===== src/rtl/cpu_isa_pkg.sv =====
// instruction set of the 16-bit accumulator processor: word types, opcodes, fields
package cpu_isa_pkg;

    // data and instruction word
    typedef logic [15:0] word_t;

    // word address into the shared memory
    typedef logic [11:0] addr_t;

    // major opcode in bits 15:12
    // codes 4, 6, 7 and 15 are not decoded and behave as nop
    typedef enum logic [3:0] {
        OP_NOARG = 4'd0,
        OP_LDW   = 4'd1,
        OP_STW   = 4'd2,
        OP_ADD   = 4'd3,
        OP_SUB   = 4'd5,
        OP_AND   = 4'd8,
        OP_OR    = 4'd9,
        OP_XOR   = 4'd10,
        OP_JMP   = 4'd11,
        OP_JPZ   = 4'd12,
        OP_JPC   = 4'd13,
        OP_JPS   = 4'd14
    } opcode_e;

    // minor code in bits 3:0, only meaningful under OP_NOARG
    typedef enum logic [3:0] {
        NA_NOP = 4'd0,
        NA_INC = 4'd1,
        NA_DEC = 4'd2,
        NA_NOT = 4'd5,
        NA_MWO = 4'd9,
        NA_CLO = 4'd12
    } noarg_e;

    typedef struct packed {
        opcode_e opcode;
        addr_t   arg;
    } instr_t;

endpackage


===== src/rtl/cpu_ctrl_pkg.sv =====
// internal control types of the processor: sequencer state, execute ops, flags, buses
package cpu_ctrl_pkg;

    import cpu_isa_pkg::*;

    typedef enum logic [1:0] {
        S_FETCH,
        S_DECODE,
        S_EXEC
    } seq_state_e;

    // command from the sequencer to the execute unit
    typedef enum logic [3:0] {
        AC_NONE,
        AC_LOAD,
        AC_ADD,
        AC_SUB,
        AC_AND,
        AC_OR,
        AC_XOR,
        AC_INC,
        AC_DEC,
        AC_NOT,
        AC_MWO,
        AC_CLO
    } acc_op_e;

    typedef struct packed {
        logic zero;
        logic carry;
        logic sign;
    } flags_t;

    // core side memory access, at most one strobe per cycle
    typedef struct packed {
        logic  rd;
        logic  wr;
        addr_t addr;
    } mem_req_t;

    // program load port, used while the core is held in reset
    typedef struct packed {
        logic  wr;
        addr_t addr;
        word_t data;
    } prog_wr_t;

endpackage


===== src/rtl/execute_unit.sv =====
// accumulator, zero/carry/sign flags and output register of the processor
`timescale 1ns/1ps

module execute_unit
    import cpu_isa_pkg::*;
    import cpu_ctrl_pkg::*;
(
    input  logic    clk,
    input  logic    reset,
    input  acc_op_e acc_op,
    input  word_t   operand,
    output word_t   acc,
    output flags_t  flags,
    output word_t   out_word
);

    word_t  acc_next;
    flags_t flags_next;
    logic   acc_wr;

    always_comb begin
        acc_next   = acc;
        flags_next = flags;
        acc_wr     = 1'b1;
        case (acc_op)
            AC_LOAD: acc_next = operand;
            AC_ADD:  {flags_next.carry, acc_next} = {1'b0, acc} + {1'b0, operand};
            AC_SUB: begin
                // borrow
                flags_next.carry = (operand > acc);
                acc_next         = acc - operand;
            end
            AC_AND:  acc_next = acc & operand;
            AC_OR:   acc_next = acc | operand;
            AC_XOR:  acc_next = acc ^ operand;
            AC_INC:  {flags_next.carry, acc_next} = {1'b0, acc} + 17'd1;
            AC_DEC: begin
                flags_next.carry = (acc == '0);
                acc_next         = acc - 1'b1;
            end
            AC_NOT:  acc_next = ~acc;
            default: acc_wr = 1'b0;
        endcase
        if (acc_wr) begin
            flags_next.zero = (acc_next == '0);
            flags_next.sign = acc_next[15];
        end
    end

    always_ff @(posedge clk) begin
        if (reset) begin
            acc   <= '0;
            flags <= '0;
        end else begin
            acc   <= acc_next;
            flags <= flags_next;
        end
    end

    // mwo and clo leave acc and flags alone
    always_ff @(posedge clk) begin
        if (reset) begin
            out_word <= '0;
        end else if (acc_op == AC_MWO) begin
            out_word <= acc;
        end else if (acc_op == AC_CLO) begin
            out_word <= '0;
        end
    end

endmodule


===== config.mk =====
export PLATFORM = sky130hd
export DESIGN_NAME = execute_unit
export DESIGN_NICKNAME = d
export VERILOG_FILES = /design/src/rtl/cpu_isa_pkg.sv /design/src/rtl/cpu_ctrl_pkg.sv /design/src/rtl/execute_unit.sv
export SDC_FILE = /design/constraint.sdc
export NUM_CORES = 1
export LEC_CHECK = 0
export ABC_AREA = 1
export BUFFER_PORTS_ARGS = -buffer_cell sky130_fd_sc_hd__buf_4
export CAP_MARGIN = 10
export CORE_UTILIZATION = 45
export CTS_CLUSTER_DIAMETER = 200
export DETAILED_ROUTE_END_ITERATION = 16
export PLACE_DENSITY = 0.76
export SYNTH_ARGS = -nofsm -noshare
export SYNTH_HDL_FRONTEND = slang
export SYNTH_SLANG_ARGS = --single-unit

===== constraint.sdc =====
create_clock -name clk -period 7.3 [get_ports clk]
set_input_delay 1.46 -clock clk [delete_from_list [all_inputs] [get_ports clk]]
set_output_delay 1.46 -clock clk [all_outputs]
set_load 0.01 [all_outputs]

Word level (Yosys, flattened, before mapping)

Index checks and enable logic that the tools add are counted.

Word-level logic and storage cells: 35
Input port bits: 22
Flip-flop bits (word level): 35
Output and inout port bits: 35

Reductions and logical operators: 5
Equal/unequal tests: 11
Muxes and demuxes: 5
Magnitude comparators: 1
Bitwise logic cells: 4
Add/sub/neg operators: 4

Operator list:

| operator              | count |
|---|---|
| $pmux 16 s9           | 1 |
| $logic_not 16->1      | 2 |
| $mux 16               | 2 |
| $add 16x1->17 const B | 1 |
| $add 16x16->17        | 1 |
| $and 16x16->16        | 1 |
| $eq 4x3->1 const B    | 4 |
| $eq 4x4->1 const B    | 4 |
| $gt 16x16->1          | 1 |
| $not 16->16           | 1 |
| $or 16x16->16         | 1 |
| $sub 16x1->16 const B | 1 |
| $sub 16x16->16        | 1 |
| $xor 16x16->16        | 1 |
| $reduce_or 9->1       | 1 |
| $eq 4x2->1 const B    | 2 |
| $eq 4x1->1 const B    | 1 |
| $pmux 1 s4            | 1 |
| $reduce_bool 4->1     | 1 |
| $reduce_bool 2->1     | 1 |
| $mux 1                | 1 |

Longest topological paths before layout

Depth after elaboration: 3
Mapped depth: 21
Mapped depth without buffers: 19

Worst setup path before layout

Ideal clock, no wire load.

Path kind: input-to-reg
Start point: input operand[0]
End point: register flags[2] (netlist bit)
Arrival: 3149 ps
Data required time: 7235 ps
Setup slack: 4085 ps
Setup time: 65 ps
Stages on the path: 18
Cell sequence: ha_1 -> inv_1 -> fa_1 -> inv_1 -> nand3_1 -> nand2_1 -> nand2_1 -> nand2_1 -> nand2_1 -> nand2_1 -> nand2_1 -> nand3_1 -> nand3_1 -> nand2_1 -> nand3_1 -> nor2_1 -> nor2_1 -> nor2_1

Longest elaborated chain between the ends: 3

Ends and longest elaborated chain:

| element                                | line               | text |
|---|---|---|
| from (decl)                            | execute_unit.sv:11 | `input word_t operand,` |
| $sub 16x16->16 (tied with other cells) | execute_unit.sv:31 | `acc_next = acc - operand;` |
| $pmux 16 s9 *                          | execute_unit.sv:25 | `case (acc_op)` |
| $logic_not 16->1 *                     | execute_unit.sv:45 | `flags_next.zero = (acc_next == '0);` |
| to (signal assigned)                   | execute_unit.sv:56 | `flags <= flags_next;` |
| to (decl)                              | execute_unit.sv:13 | `output flags_t flags,` |

Every way passes the cells marked *; elsewhere a longest branch is shown, timed or not.
A chain may end at the register's enable or synchronous reset.

Final worst setup path

Start point: input acc_op[3]
End point: register flags[2] (netlist bit)

Longest elaborated chain between the ends: 3

Ends and longest elaborated chain:

| element                                        | line                                   | text |
|---|---|---|
| from (decl)                                    | execute_unit.sv:10                     | `input acc_op_e acc_op,` |
| $eq 4x4->1 (tied with other cells)             | execute_unit.sv:25                     |  |
| $pmux 16 s9 or $reduce_or 9->1 (tied branches) | n/a                                    |  |
| $logic_not 16->1 or $mux 1 (tied branches)     | execute_unit.sv:45, execute_unit.sv:25 |  |

Several ways; a longest one is shown, not always the timed one.

==> metrics.yaml <==
outcome:
  status: "finished, final reports clean"
critical_path:
  cp.required_ns: 7.46
  crit_arrival_ns: 4.19
  setup.worst_path.end_class: "flop"
  start_kind: "primary input"
  critPathMaxFanout: 14
  crit_type: "primary input to flop"
detailed_routing:
  first_iter_violations: 948
  vias_per_cell: 5.691
  wirelength_um: 20180
  remaining_drc_errors: 0
  drtPass1Iterations: 11
  antenna_left: 0
  route.vias.total: 7029
  avgRoutedWirePerCell_um: 16.34
timing:
  setup_viol: 0
  hold_viol: 0
  finalCritPeriodShare_pct: 55.20
  slew_headroom_pct: 27.87
  layout_min_cycle_time_ns: 4.030
  setup_slack_ns: 3.270
  rsz0062_at_grt: "false"
  max_freq_mhz: 248.1
  drv_slew: 0
  setup_tns_ns: 0
  worst_slew_pin_slew_ns: 1.078
  clock_skew_ns: 0.008313
power:
  p_switching_uw: 406.9
  seqPwrFrac_pct: 26.6
  swShare_pct: 45.94
  intPower_uw: 478.9
  combPwrFrac_pct: 47.5
  finalPower_uw: 885.8
  powerDensity_nw_per_um2: 144.3
  pwr-share-clk_pct: 25.9
  ir_worst_vdd_uv: 97.02
  leakage_uw: 0.003290
run:
  max_cap_viol_count: 0
yosys:
  synthArstFlopShare_pct: 0
  yosys_warnings: 0
  synth_area_leaders: "nand2_1, nand3_1, dfxtp_1"
  synth_most_common_cell: "nand2_1"
  synth_edf_count: 0
  yosysTopAreaCell: "nand2_1"
  syn-mean-instance-area_um2: 5.233
  ys_seq_area_share_pct: 12.58
  synth_cell_types: 32
  syn_inst: 1064
  syn_area_um2: 5568
  synth_top_area_share_pct: 21.91
  ys.flop_type: "dfxtp_1"
  syn-num-nets: 1140
  synth_common_cells: "nand2_1, nand3_1, nor2_1"
  yosys_register_bits: 35
grt:
  grt_start_max_net_pins: 34
  antenna_found_initial: 0
  gr-usage-all-layers_pct: 31.05
  gr-total-overflow: 0
  grt_pass1_wl_um: 31210
  first_global_vias: 6051
cts:
  clkSlewWorstSetupHoldPaths_ns: 0.06
  clk_path_buf_depth: 2
  cts_setup_buffers: 0
  cts_buffers: 5
  postCtsHoldBufs: 0
  clock_sinks: 35
  clkLatencyLatePin_ns: 0.29
  cts_resized: 0
  cts_tree: "yes"
  root_buffer: "clkbuf_16"
  htreeDepth: 2
placed_design:
  dpl_worst_slack_ns: 3.069
  gp_congestion: 1.029
  place_hpwl_um: 15720
  dp.cells: 1227
  io_buffers: 56
finish:
  stdcell_count: 1235
  area_delta_synth_final_pct: 10.25
  fin_util_pct: 51.10
  n_fill_cell: 1304
  layout-drive-gt1-share_pct: 7.353
  insertedDiodeCount: 0
  final_nets: 1163
floorplan:
  die_x_um: 113.2
  core_area_um2: 12010
  rows: 40
  initial_core_util_pct: 46.35
  die_y_um: 113.2
  fp.dieArea_um2: 12820
  pin_count: 57
worst_hold_path:
  hold_class: "flop to flop"
## path summary, 6_finish.rpt
path                      end  slack (ns)  depth (start not counted)        start
setup / recovery     flags[2]        3.27                         15    acc_op[3]
hold / removal    out_word[3]        0.47                          2  out_word[3]
setup reg to reg     flags[2]        4.13                         16       acc[2]
hold reg to reg   out_word[3]        0.47                          2  out_word[3]
## cells by family (layout without fill, tap and decap cells)
kind of cell | count (synthesis) | count (layout) | share of synthesized area [%]
AO/OA/AOI/OAI | 96 | 96 | 9.079
XOR/XNOR | 1 | 1 | 0.1573
adder cells (fa/ha/maj) | 54 | 54 | 12.40
buffers and inverters | 188 | 212 | 13.66
flip-flops | 35 | 35 | 12.58
AND/OR/NAND/NOR | 690 | 690 | 52.11
## layer usage
metal  up-vias  wire length [um]  GRT usage (%)
li1       3420                 -              -
met1      3078              8357          42.48
met2       444              8539          48.63
met3        87              2265          3.856
met4         0              1019          14.04
met5         -                 0              0
## worst max-delay path: stages
cell and delay [ns]:
buf_4 0.14, nor2_1 0.80, nand2_1 0.20, nor2_1 0.77, nand3_1 0.15, nand3_1 0.13, nor2_1 0.05, nor2_1 0.08
nor2_1 0.06, nand3_1 0.07, nor2_1 0.06, nand2_1 0.06, nor2_1 0.04, nor2_1 0.07, nor2_1 0.04
## area by class of cell
| class | count | area [um^2] | area share [%] |
|---|---|---|---|
| flip-flops and latches | 35 | 700.7 | 11.41 |
| inverters | 144 | 540.5 | 8.806 |
| repair buffers | 60 | 450.4 | 7.338 |
| well taps | 147 | 183.9 | 2.996 |
| clock buffers | 8 | 156.4 | 2.548 |
| multi-input cells | 841 | 4106 | 66.90 |
## power groups by stage
stage / Clock [uW] / Sequential, uW / Combinational, uW
final: 230 / 235 / 421
after global routing: 233 / 237 / 464
after CTS: 224 / 234 / 407
after detailed placement: 0 / 237 / 404
after global placement: 0 / 238 / 402
after floorplan: 0 / 223 / 297
## cell usage in the layout, fill, tap and decap left out
master,instances
nand2_1,325
a31oi_1,1
nor2_1,151
xor2_1,1
o32ai_1,1
nand2_2,2
o221a_2,1
o22ai_1,1
nor2_2,4
dfxtp_1,35
a21oi_1,41
inv_2,4
and3_1,1
o21ai_1,2
fa_1,2
clkbuf_1,1
o211ai_1,2
nand3b_1,3
a211oi_1,1
o21bai_1,1
o21ai_0,44
ha_1,52
a21boi_0,1
clkbuf_16,5
buf_4,60
or2_2,2
nand3_1,164
nor3_1,18
nand4_1,20
inv_1,140
clkbuf_8,2
## through the flow
stage	hold WS [ns]	instance area, um^2
floorplan	0.4944	5568
global placement	0.4618	5982
detailed placement	0.4687	5982
CTS	0.4761	6138
global route	0.4923	6138
finish	0.4748	6138
## sequential cells by signal (all words and copies together) (netlist names)
register	cells
acc	16
out_word	16
flags	3
Power figures use the tool's default switching activity.
