**config.mk**
```make
export PLATFORM = sky130hd
export DESIGN_NAME = sequencer
export DESIGN_NICKNAME = d
export VERILOG_FILES = /design/src/rtl/cpu_isa_pkg.sv /design/src/rtl/cpu_ctrl_pkg.sv /design/src/rtl/sequencer.sv
export SDC_FILE = /design/constraint.sdc
export NUM_CORES = 1
export LEC_CHECK = 0
export CORE_UTILIZATION = 60
export CTS_BUF_LIST = sky130_fd_sc_hd__clkbuf_4
export DETAILED_ROUTE_END_ITERATION = 6
export DONT_BUFFER_PORTS = 1
export PLACE_DENSITY = 0.76
export SLEW_MARGIN = 20
export SYNTH_ARGS = -nofsm -noshare
export SYNTH_HDL_FRONTEND = slang
export SYNTH_SLANG_ARGS = --single-unit
```
**constraint.sdc**
```tcl
create_clock -name clk -period 4.1 [get_ports clk]
set_clock_uncertainty 0.1 [all_clocks]
set_input_delay 0.82 -clock clk [delete_from_list [all_inputs] [get_ports clk]]
set_output_delay 0.82 -clock clk [all_outputs]
set_load 0.02 [all_outputs]
```
**src/rtl/cpu_isa_pkg.sv**
```systemverilog
// instruction set of the 16-bit accumulator processor: word types, opcodes, fields
package cpu_isa_pkg;

    // data and instruction word
    typedef logic [15:0] word_t;

    // word address into the shared memory
    typedef logic [11:0] addr_t;

    // major opcode in bits 15:12
    // codes 4, 6, 7 and 15 are not decoded and behave as nop
    typedef enum logic [3:0] {
        OP_NOARG = 4'd0,
        OP_LDW   = 4'd1,
        OP_STW   = 4'd2,
        OP_ADD   = 4'd3,
        OP_SUB   = 4'd5,
        OP_AND   = 4'd8,
        OP_OR    = 4'd9,
        OP_XOR   = 4'd10,
        OP_JMP   = 4'd11,
        OP_JPZ   = 4'd12,
        OP_JPC   = 4'd13,
        OP_JPS   = 4'd14
    } opcode_e;

    // minor code in bits 3:0, only meaningful under OP_NOARG
    typedef enum logic [3:0] {
        NA_NOP = 4'd0,
        NA_INC = 4'd1,
        NA_DEC = 4'd2,
        NA_NOT = 4'd5,
        NA_MWO = 4'd9,
        NA_CLO = 4'd12
    } noarg_e;

    typedef struct packed {
        opcode_e opcode;
        addr_t   arg;
    } instr_t;

endpackage

```
**src/rtl/cpu_ctrl_pkg.sv**
```systemverilog
// internal control types of the processor: sequencer state, execute ops, flags, buses
package cpu_ctrl_pkg;

    import cpu_isa_pkg::*;

    typedef enum logic [1:0] {
        S_FETCH,
        S_DECODE,
        S_EXEC
    } seq_state_e;

    // command from the sequencer to the execute unit
    typedef enum logic [3:0] {
        AC_NONE,
        AC_LOAD,
        AC_ADD,
        AC_SUB,
        AC_AND,
        AC_OR,
        AC_XOR,
        AC_INC,
        AC_DEC,
        AC_NOT,
        AC_MWO,
        AC_CLO
    } acc_op_e;

    typedef struct packed {
        logic zero;
        logic carry;
        logic sign;
    } flags_t;

    // core side memory access, at most one strobe per cycle
    typedef struct packed {
        logic  rd;
        logic  wr;
        addr_t addr;
    } mem_req_t;

    // program load port, used while the core is held in reset
    typedef struct packed {
        logic  wr;
        addr_t addr;
        word_t data;
    } prog_wr_t;

endpackage

```
**src/rtl/sequencer.sv**
```systemverilog
// fetch, decode and execute control with program counter and instruction register
`timescale 1ns/1ps

module sequencer
    import cpu_isa_pkg::*;
    import cpu_ctrl_pkg::*;
(
    input  logic     clk,
    input  logic     reset,
    input  word_t    rd_data,
    input  flags_t   flags,
    output mem_req_t mem_req,
    output acc_op_e  acc_op
);

    seq_state_e state;
    addr_t      pc;
    instr_t     ir;
    instr_t     cur;
    logic       take_jump;
    logic       needs_operand;

    // memory operand opcodes and the op they issue in S_EXEC
    function automatic acc_op_e operand_op(opcode_e op);
        acc_op_e res;
        case (op)
            OP_LDW:  res = AC_LOAD;
            OP_ADD:  res = AC_ADD;
            OP_SUB:  res = AC_SUB;
            OP_AND:  res = AC_AND;
            OP_OR:   res = AC_OR;
            OP_XOR:  res = AC_XOR;
            default: res = AC_NONE;
        endcase
        return res;
    endfunction

    function automatic acc_op_e noarg_op(noarg_e na);
        acc_op_e res;
        case (na)
            NA_INC:  res = AC_INC;
            NA_DEC:  res = AC_DEC;
            NA_NOT:  res = AC_NOT;
            NA_MWO:  res = AC_MWO;
            NA_CLO:  res = AC_CLO;
            default: res = AC_NONE;
        endcase
        return res;
    endfunction

    // instruction word arriving from the fetch read
    assign cur = instr_t'(rd_data);
    assign needs_operand = (operand_op(cur.opcode) != AC_NONE);

    always_comb begin
        mem_req   = '0;
        acc_op    = AC_NONE;
        take_jump = 1'b0;
        case (state)
            S_FETCH: begin
                // no fetch while held in reset, first read right after release
                mem_req.rd   = !reset;
                mem_req.addr = pc;
            end
            S_DECODE: begin
                mem_req.addr = cur.arg;
                case (cur.opcode)
                    OP_STW: mem_req.wr = 1'b1;
                    OP_JMP: take_jump = 1'b1;
                    OP_JPZ: take_jump = flags.zero;
                    OP_JPC: take_jump = flags.carry;
                    OP_JPS: take_jump = flags.sign;
                    OP_NOARG: acc_op = noarg_op(noarg_e'(cur.arg[3:0]));
                    default: mem_req.rd = needs_operand;
                endcase
            end
            S_EXEC: begin
                // operand is on rd_data now
                acc_op = operand_op(ir.opcode);
            end
            default: begin
                acc_op = AC_NONE;
            end
        endcase
    end

    always_ff @(posedge clk) begin
        if (reset) begin
            state <= S_FETCH;
            pc    <= '0;
        end else begin
            case (state)
                S_FETCH: begin
                    state <= S_DECODE;
                end
                S_DECODE: begin
                    pc    <= take_jump ? cur.arg : pc + 1'b1;
                    state <= needs_operand ? S_EXEC : S_FETCH;
                end
                default: begin
                    state <= S_FETCH;
                end
            endcase
        end
    end

    // held for the operand cycle
    always_ff @(posedge clk) begin
        if (state == S_DECODE) begin
            ir <= cur;
        end
    end

endmodule

```
-- Word level (Yosys, flattened, before mapping)
Cells that the tools add are included.
- register bits: 18
- output and inout bits: 18
- input bits: 21
- reductions and logical operators: 5
- muxes and demuxes: 15
- equal/unequal tests: 24
- add/sub/neg operators: 1
- operators with widths (kind ; count):
    equality test 4 bit (second input constant) ; 12
    case mux 3 bit (6 select lines) ; 2
    case mux 12 bit (2 select lines) ; 1
    case mux 4 bit (5 select lines) ; 1
    equality test 4 x 2 -> 1 bit (second input constant) ; 4
    adder 12 x 1 -> 12 bit (second input constant) ; 1
    equality test 4 x 1 -> 1 bit (second input constant) ; 3
    equality test 4 x 3 -> 1 bit (second input constant) ; 3
    two-way mux 12 bit ; 1
    case mux 4 bit (2 select lines) ; 1
    OR reduction 6 bit ; 1
    logical NOT 4 bit ; 1
    two-way mux 1 bit ; 4
    two-way mux 4 bit ; 1
    case mux 1 bit (4 select lines) ; 1
    case mux 2 bit (2 select lines) ; 1
    nonzero test 4 bit ; 1
    equality test 2 x 1 -> 1 bit (second input constant) ; 1
    equality test 2 bit (second input constant) ; 1
    logical NOT 2 bit ; 1
    two-way mux 2 bit ; 1
    case mux 1 bit (2 select lines) ; 1
    logical NOT 1 bit ; 1

-- Logic depth before layout (Yosys ltp)
Gate-level depths: netlist of the first run.
- depth after elaboration: 5
- gate-level depth with buffers: 7

-- Worst setup path after synthesis of the first run
No wires, ideal clock.
- path kind: input to output
- start point: input rd_data[2]
- end point: output acc_op[3]
- data arrival time: 1.859 ns
- setup slack: 1.321 ns
- data required time: 3.180 ns
- buffers on the path: 1
- stages on the path: 5
- cell sequence: clkbuf_1 xnor2_1 a211oi_1 a31oi_1 nor3_1
- longest elaborated chain between the ends: 4
- elaborated cells between the ends (all ways): 8
- those cells by class: 5 x eq/ne; 3 x mux
- RTL lines (element ; RTL line ; text):
    start, declared ; sequencer.sv:10 ; input word_t rd_data,
    equality test 4 bit, or another cell as far along ; sequencer.sv:40 ; case (na)
    case mux 4 bit (5 select lines) * ; sequencer.sv:40 ;
    two-way mux 4 bit * ; sequencer.sv:67 ; case (cur.opcode)
    case mux 4 bit (2 select lines) * ; sequencer.sv:59 ; case (state)
    end, declared ; sequencer.sv:13 ; output acc_op_e acc_op
Mark *: on every way between the ends. The rest lies on a longest branch, timed or not.

-- Worst setup path in the final report of the first run
- start point: input rd_data[12]
- end point: output acc_op[2]
- longest elaborated chain between the ends: 3
- RTL lines (element ; RTL line):
    logical NOT 4 bit ; sequencer.sv:67
    two-way mux 4 bit ; sequencer.sv:67
    case mux 4 bit (2 select lines) ; sequencer.sv:59
No other way between the ends.

==> results of run 1 <==
==> Yosys cell counts, types with 3 or more instances <==
library cell / count
nand3_1: 7
nand2_1: 17
o32ai_1: 5
o21ai_0: 11
a31oi_1: 10
a21oi_1: 3
a22o_1: 6
nand4_1: 4
nor2b_1: 8
clkbuf_1: 7
nor2_1: 10
dfxtp_1: 14
nor3_1: 4
or4b_1: 3
inv_1: 10
a211oi_1: 3
ha_1: 4
mux2i_1: 6
edfxtp_1: 4
a21boi_0: 5
==> metal layers <==
| metal | global-route usage [%] | vias to the layer above |
|---|---|---|
| met2 | 43.5 | 55 |
| met4 | 9.31 | 0 |
| li1 | - | 612 |
| met3 | 6.23 | 3 |
| met1 | 32.7 | 574 |
| met5 | 0 | - |
==> flip-flops by register name, summed over array words and instances, names as in the netlist <==
register,cells
state,2
ir,4
pc,12
==> kinds of logic (layout without fill, tap and decap cells) <==
family | count (synthesis) | in the layout
buffers and inverters | 21 | 15
AO/OA/AOI/OAI | 50 | 50
flip-flops | 18 | 18
XOR/XNOR | 3 | 3
AND/OR/NAND/NOR | 66 | 66
adder cells (fa/ha/maj) | 4 | 4
multiplexers | 6 | 6
==> power by group <==
part / switching [mW] / internal [mW] / total, mW
sequential: 0.00986 / 0.192 / 0.202
combinational: 0.0573 / 0.0310 / 0.0883
clock: 0.0559 / 0.0446 / 0.101
total: 0.123 / 0.267 / 0.390
==> worst reg2reg max path, delay by kind of cell, from the launching register on <==
kind | cells | cell delay [ns]
AND/OR/NAND/NOR | 3 | 0.98
AO/OA/AOI/OAI | 1 | 0.17
flip-flops | 1 | 0.47
==> layout make-up <==
class                   instances  area, um2
well taps                      27       33.8
multi-input cells             129        836
repair buffers                  1       7.51
fillers                       181        677
clock buffers                   4       30.0
flip-flops and latches         18        400
inverters                      10       37.5
==> path summary, 6_finish.rpt <==
path                                  start        end  slack, ns  cells past startpoint
worst max-delay path            rd_data[12]  acc_op[2]       1.24                      5
worst min-delay path                 pc[11]     pc[11]       0.41                      2
worst max register to register        pc[2]     pc[11]       2.32                      4
worst min register to register       pc[11]     pc[11]       0.41                      2
==> metrics by stage <==
step                      area [um2]  util (%)  setup WS [ns]  hold WS, ns
after floorplan                 1320         -           1.32        0.373
after global placement          1320      65.0           1.27        0.376
after detailed placement        1320      65.0           1.24        0.400
after CTS                       1350      66.5           1.24        0.417
after global routing            1350      66.5           1.08        0.437
final                           1350      66.5           1.24        0.413
==> results.toml, run 1 <==
[run_status]
status = "completed"

[pwr]
ir_drop_v = 0.000195
p_total_uw = 390
powerDensity_nw_per_um2 = 290
p_leak_nw = 0.477

[clock_tree]
cts_tree = "yes"
cts_max_level = 1
hold_buffers = 0
root_buffer = "clkbuf_4"
cts-resized-gates = 0
clockBufferDepth = 2
cts_setup_buffers = 0
clk_pin_slew_ns = 0.10
cts.sinks = 18
numCtsBuffers = 3
clk_latency_ns = 0.30

[critical_path]
critPathKind = "in -> out"
end_kind = "output port"
startpoint_type = "primary input"
cpMaxStageDelayCell = "nor2b_1"
cp_num_buf_inv = 0
crit_required_ns = 3.18
arrival_ns = 1.94
crit_path_cell_trace = "nor3_1 > nand2_1 > nor3_1 > a31oi_1 > nor2b_1"
cp_max_fo = 6
critPathTopFamily = "simple AND/OR/NAND/NOR gates"
crit_path_frequent_cell = "nor3_1"
cp_slowest_stage_delay_ns = 0.35

[sta]
max_freq_mhz = 350
min_period_ns = 2.86
rsz0062_at_grt = "no"
worst_slew_pin_slew_ns = 0.789
setup_violations = 0
max-slew-margin-rel_pct = 47.4
fin_crit_sh_pct = 69.8
finalHoldViolCount = 0
slew_violations = 0
fin_tns_setup_ns = 0

[place]
dpl.cell_count = 185
io_buffer_count = 0
dp_hpwl_um = 2140
gp_congestion = 0.884

[detailed_routing]
drt-initial-drc-count = 22
dr_wl_met2_um = 1340
wl_met3_um = 232
wire_per_inst_um = 15.4
top_layer_used = "met4"
drc_errors = 0
drtPass1Iterations = 4
routed_via_density = 6.58
wl_met1_um = 1310
wl_um = 2910
ant_nets = 0
vias = 1244

[logic_synthesis]
syn_inst = 168
netlist.area_leader.share_pct = 21.2
synth_adder_area_share_pct = 3.78
synth_top_family_by_area = "simple AND/OR/NAND/NOR gates"
yosysSeqAreaShare_pct = 30.2
yosysWarnings = 0
yosys.area.top_type = "dfxtp_1"
syn_nets = 193
synthSimpleGateAreaFrac_pct = 26.8
synth_xor_area_share_pct = 1.98
synth-edff-count = 4
synth.distinct_cells = 39
synthArstFlopShare_pct = 0
synth_mux_area_share_pct = 4.54
synth_flop_cell = "dfxtp_1"
synth_area_leaders = "dfxtp_1, edfxtp_1, nand2_1"
synth_area_um2 = 1320
synth_compound_area_share_pct = 26.0
ys_seq_elements = 18
avgSynthCellArea_um2 = 7.88

[final_layout]
antennaDiodeCount = 0
layoutNonFillerInstCount = 189
drive_gt1_share_pct = 3.70
layout_commonest_cell = "nand2_1"
nets = 188
area_delta_synth_final_pct = 1.61
layout_common_cells = "nand2_1, dfxtp_1, o21ai_0"

[global_route]
grt_max_degree = 44
grt_pass1_wl_um = 4890
grt_overflow = 0
antenna_found_initial = 0
grt_usage_pct = 26.1
grt_pass1_vias = 1104

[job]
maxCapViolations = 0

[floorplanning]
die_area_um2 = 2400
ioPinCount = 39
num_rows = 16
core_um2 = 2020
die_h_um = 49.0
fp.dieW_um = 49.0
initial_core_util_pct = 65.5

[hold_path]
hold_class = "reg -> reg"
No activity file was read; power rests on OpenSTA's default activity.
==> run 2: changes to the inputs <==
==> constraint.sdc (replaced) <==
create_clock -name clk -period 2.71 [get_ports clk]
set_clock_uncertainty 0.1 [all_clocks]
set_input_delay 0.542 -clock clk [delete_from_list [all_inputs] [get_ports clk]]
set_output_delay 0.542 -clock clk [all_outputs]
set_load 0.02 [all_outputs]
==> run 2 against run 1 <==
- critical path depth up 2
- power rose by 54%
- die area did not move
- sequential power increased by 51%
- sequential share of layout area shrank 1.9 points
- global-route usage grew 0.74 points
- routed wire length grew 2.6%
- largest power group unchanged
- highest routed layer unchanged
==> results.toml, run 2 (same netlist as run 1, synthesis figures left out) <==
[sta]
min_period_ns = 2.29
fin_tns_setup_ns = 0
rsz0062_at_grt = "no"
worst_slew_pin_slew_ns = 0.711
setup_violations = 0
finalHoldViolCount = 0
fin_crit_sh_pct = 84.5
max_freq_mhz = 437
max-slew-margin-rel_pct = 52.6
slew_violations = 0

[detailed_routing]
drc_errors = 0
drt-initial-drc-count = 66
wire_per_inst_um = 14.9
wl_um = 2990
ant_nets = 0
routed_via_density = 6.58
drtPass1Iterations = 5
vias = 1322

[floorplanning]
ioPinCount = 39
die_area_um2 = 2400
core_um2 = 2020
num_rows = 16
initial_core_util_pct = 65.5
die_h_um = 49.0
fp.dieW_um = 49.0

[job]
maxCapViolations = 0

[global_route]
grt_pass1_vias = 1223
grt_usage_pct = 26.9
grt_max_degree = 44
grt_pass1_wl_um = 5130
grt_overflow = 0
antenna_found_initial = 0

[clock_tree]
cts_tree = "yes"
clk_latency_ns = 0.29
cts-resized-gates = 0
hold_buffers = 0
cts_setup_buffers = 0
root_buffer = "clkbuf_4"
cts.sinks = 18
cts_max_level = 1
clk_pin_slew_ns = 0.10
numCtsBuffers = 3
clockBufferDepth = 2

[final_layout]
largestRegisters = "pc (12), ir (4), state (2)"
regArea_um2 = 400
nets = 200
area_delta_synth_final_pct = 8.41
largest_reg_flops = 12
postLayoutCellArea_um2 = 1440
layout_common_cells = "nand2_1, dfxtp_1, buf_4"
num-fill-cells = 171
layout_commonest_cell = "nand2_1"
layoutNonFillerInstCount = 201
antennaDiodeCount = 0
multiInputGateArea_um2 = 836
regMostFlops = "pc"
drive_gt1_share_pct = 10.3

[run_status]
status = "completed"

[pwr]
p_leak_nw = 0.539
powerDensity_nw_per_um2 = 419
ir_drop_v = 0.000330
p_total_uw = 601

[place]
gp_congestion = 0.818
dp_hpwl_um = 2200
placed_cell_area_um2 = 1410
dpl.cell_count = 197
io_buffer_count = 0

[critical_path]
arrival_ns = 1.65
startpoint_type = "register"
crit_required_ns = 2.07
cp_max_fo = 3
end_kind = "output port"
critPathKind = "reg -> out"

[hold_path]
hold_class = "in -> reg"
[run 2: changes by cell type in the layout (fill, tap and decap cells not counted), sizes merged]
cell and change:
buf +12
[run 2: through the flow]
stage               hold slack (ns)  setup slack [ns]  util (%)
floorplan                     0.373             0.487         -
global placement              0.376             0.535      69.5
detailed placement            0.402             0.483      69.5
CTS                           0.200             0.440      71.0
global route                  0.192             0.259      71.0
finish                        0.202             0.421      71.0
[run 2: layout make-up]
class | count | area share (%)
clock buffers | 4 | 2.09
inverters | 10 | 2.62
flip-flops and latches | 18 | 27.9
well taps | 27 | 2.35
multi-input cells | 129 | 58.2
repair buffers | 13 | 6.80
[run 2: path summary, 6_finish.rpt]
| path | from | to | slack (ns) | depth (start not counted) |
|---|---|---|---|---|
| max | state[1] | acc_op[2] | 0.42 | 7 |
| min | reset | pc[8] | 0.20 | 1 |
| max reg2reg | pc[2] | pc[11] | 0.93 | 4 |
| min reg2reg | pc[8] | pc[8] | 0.41 | 2 |
[run 2: power breakdown]
group / switching (mW) / total, mW / leakage, nW / internal, mW
sequential: 0.0147 / 0.305 / 0.152 / 0.290
combinational: 0.0903 / 0.150 / 0.369 / 0.0593
clock: 0.0796 / 0.147 / 0.0184 / 0.0672
total: 0.185 / 0.601 / 0.539 / 0.417
[run 2: critical path: stages, from the launching register on]
cell and delay (ns):
dfxtp_1 0.33, inv_1 0.08, ha_1 0.17, nand2_1 0.07, nor3_1 0.31, a31oi_1 0.14, nor2b_1 0.12, buf_4 0.14
[run 2: layer usage]
layer / vias to the layer above / track usage (%) / wire length (um)
li1: 635 / - / -
met1: 620 / 34.3 / 1350
met2: 57 / 45.6 / 1400
met3: 10 / 5.61 / 201
met4: 0 / 7.35 / 39
met5: - / 0 / 0
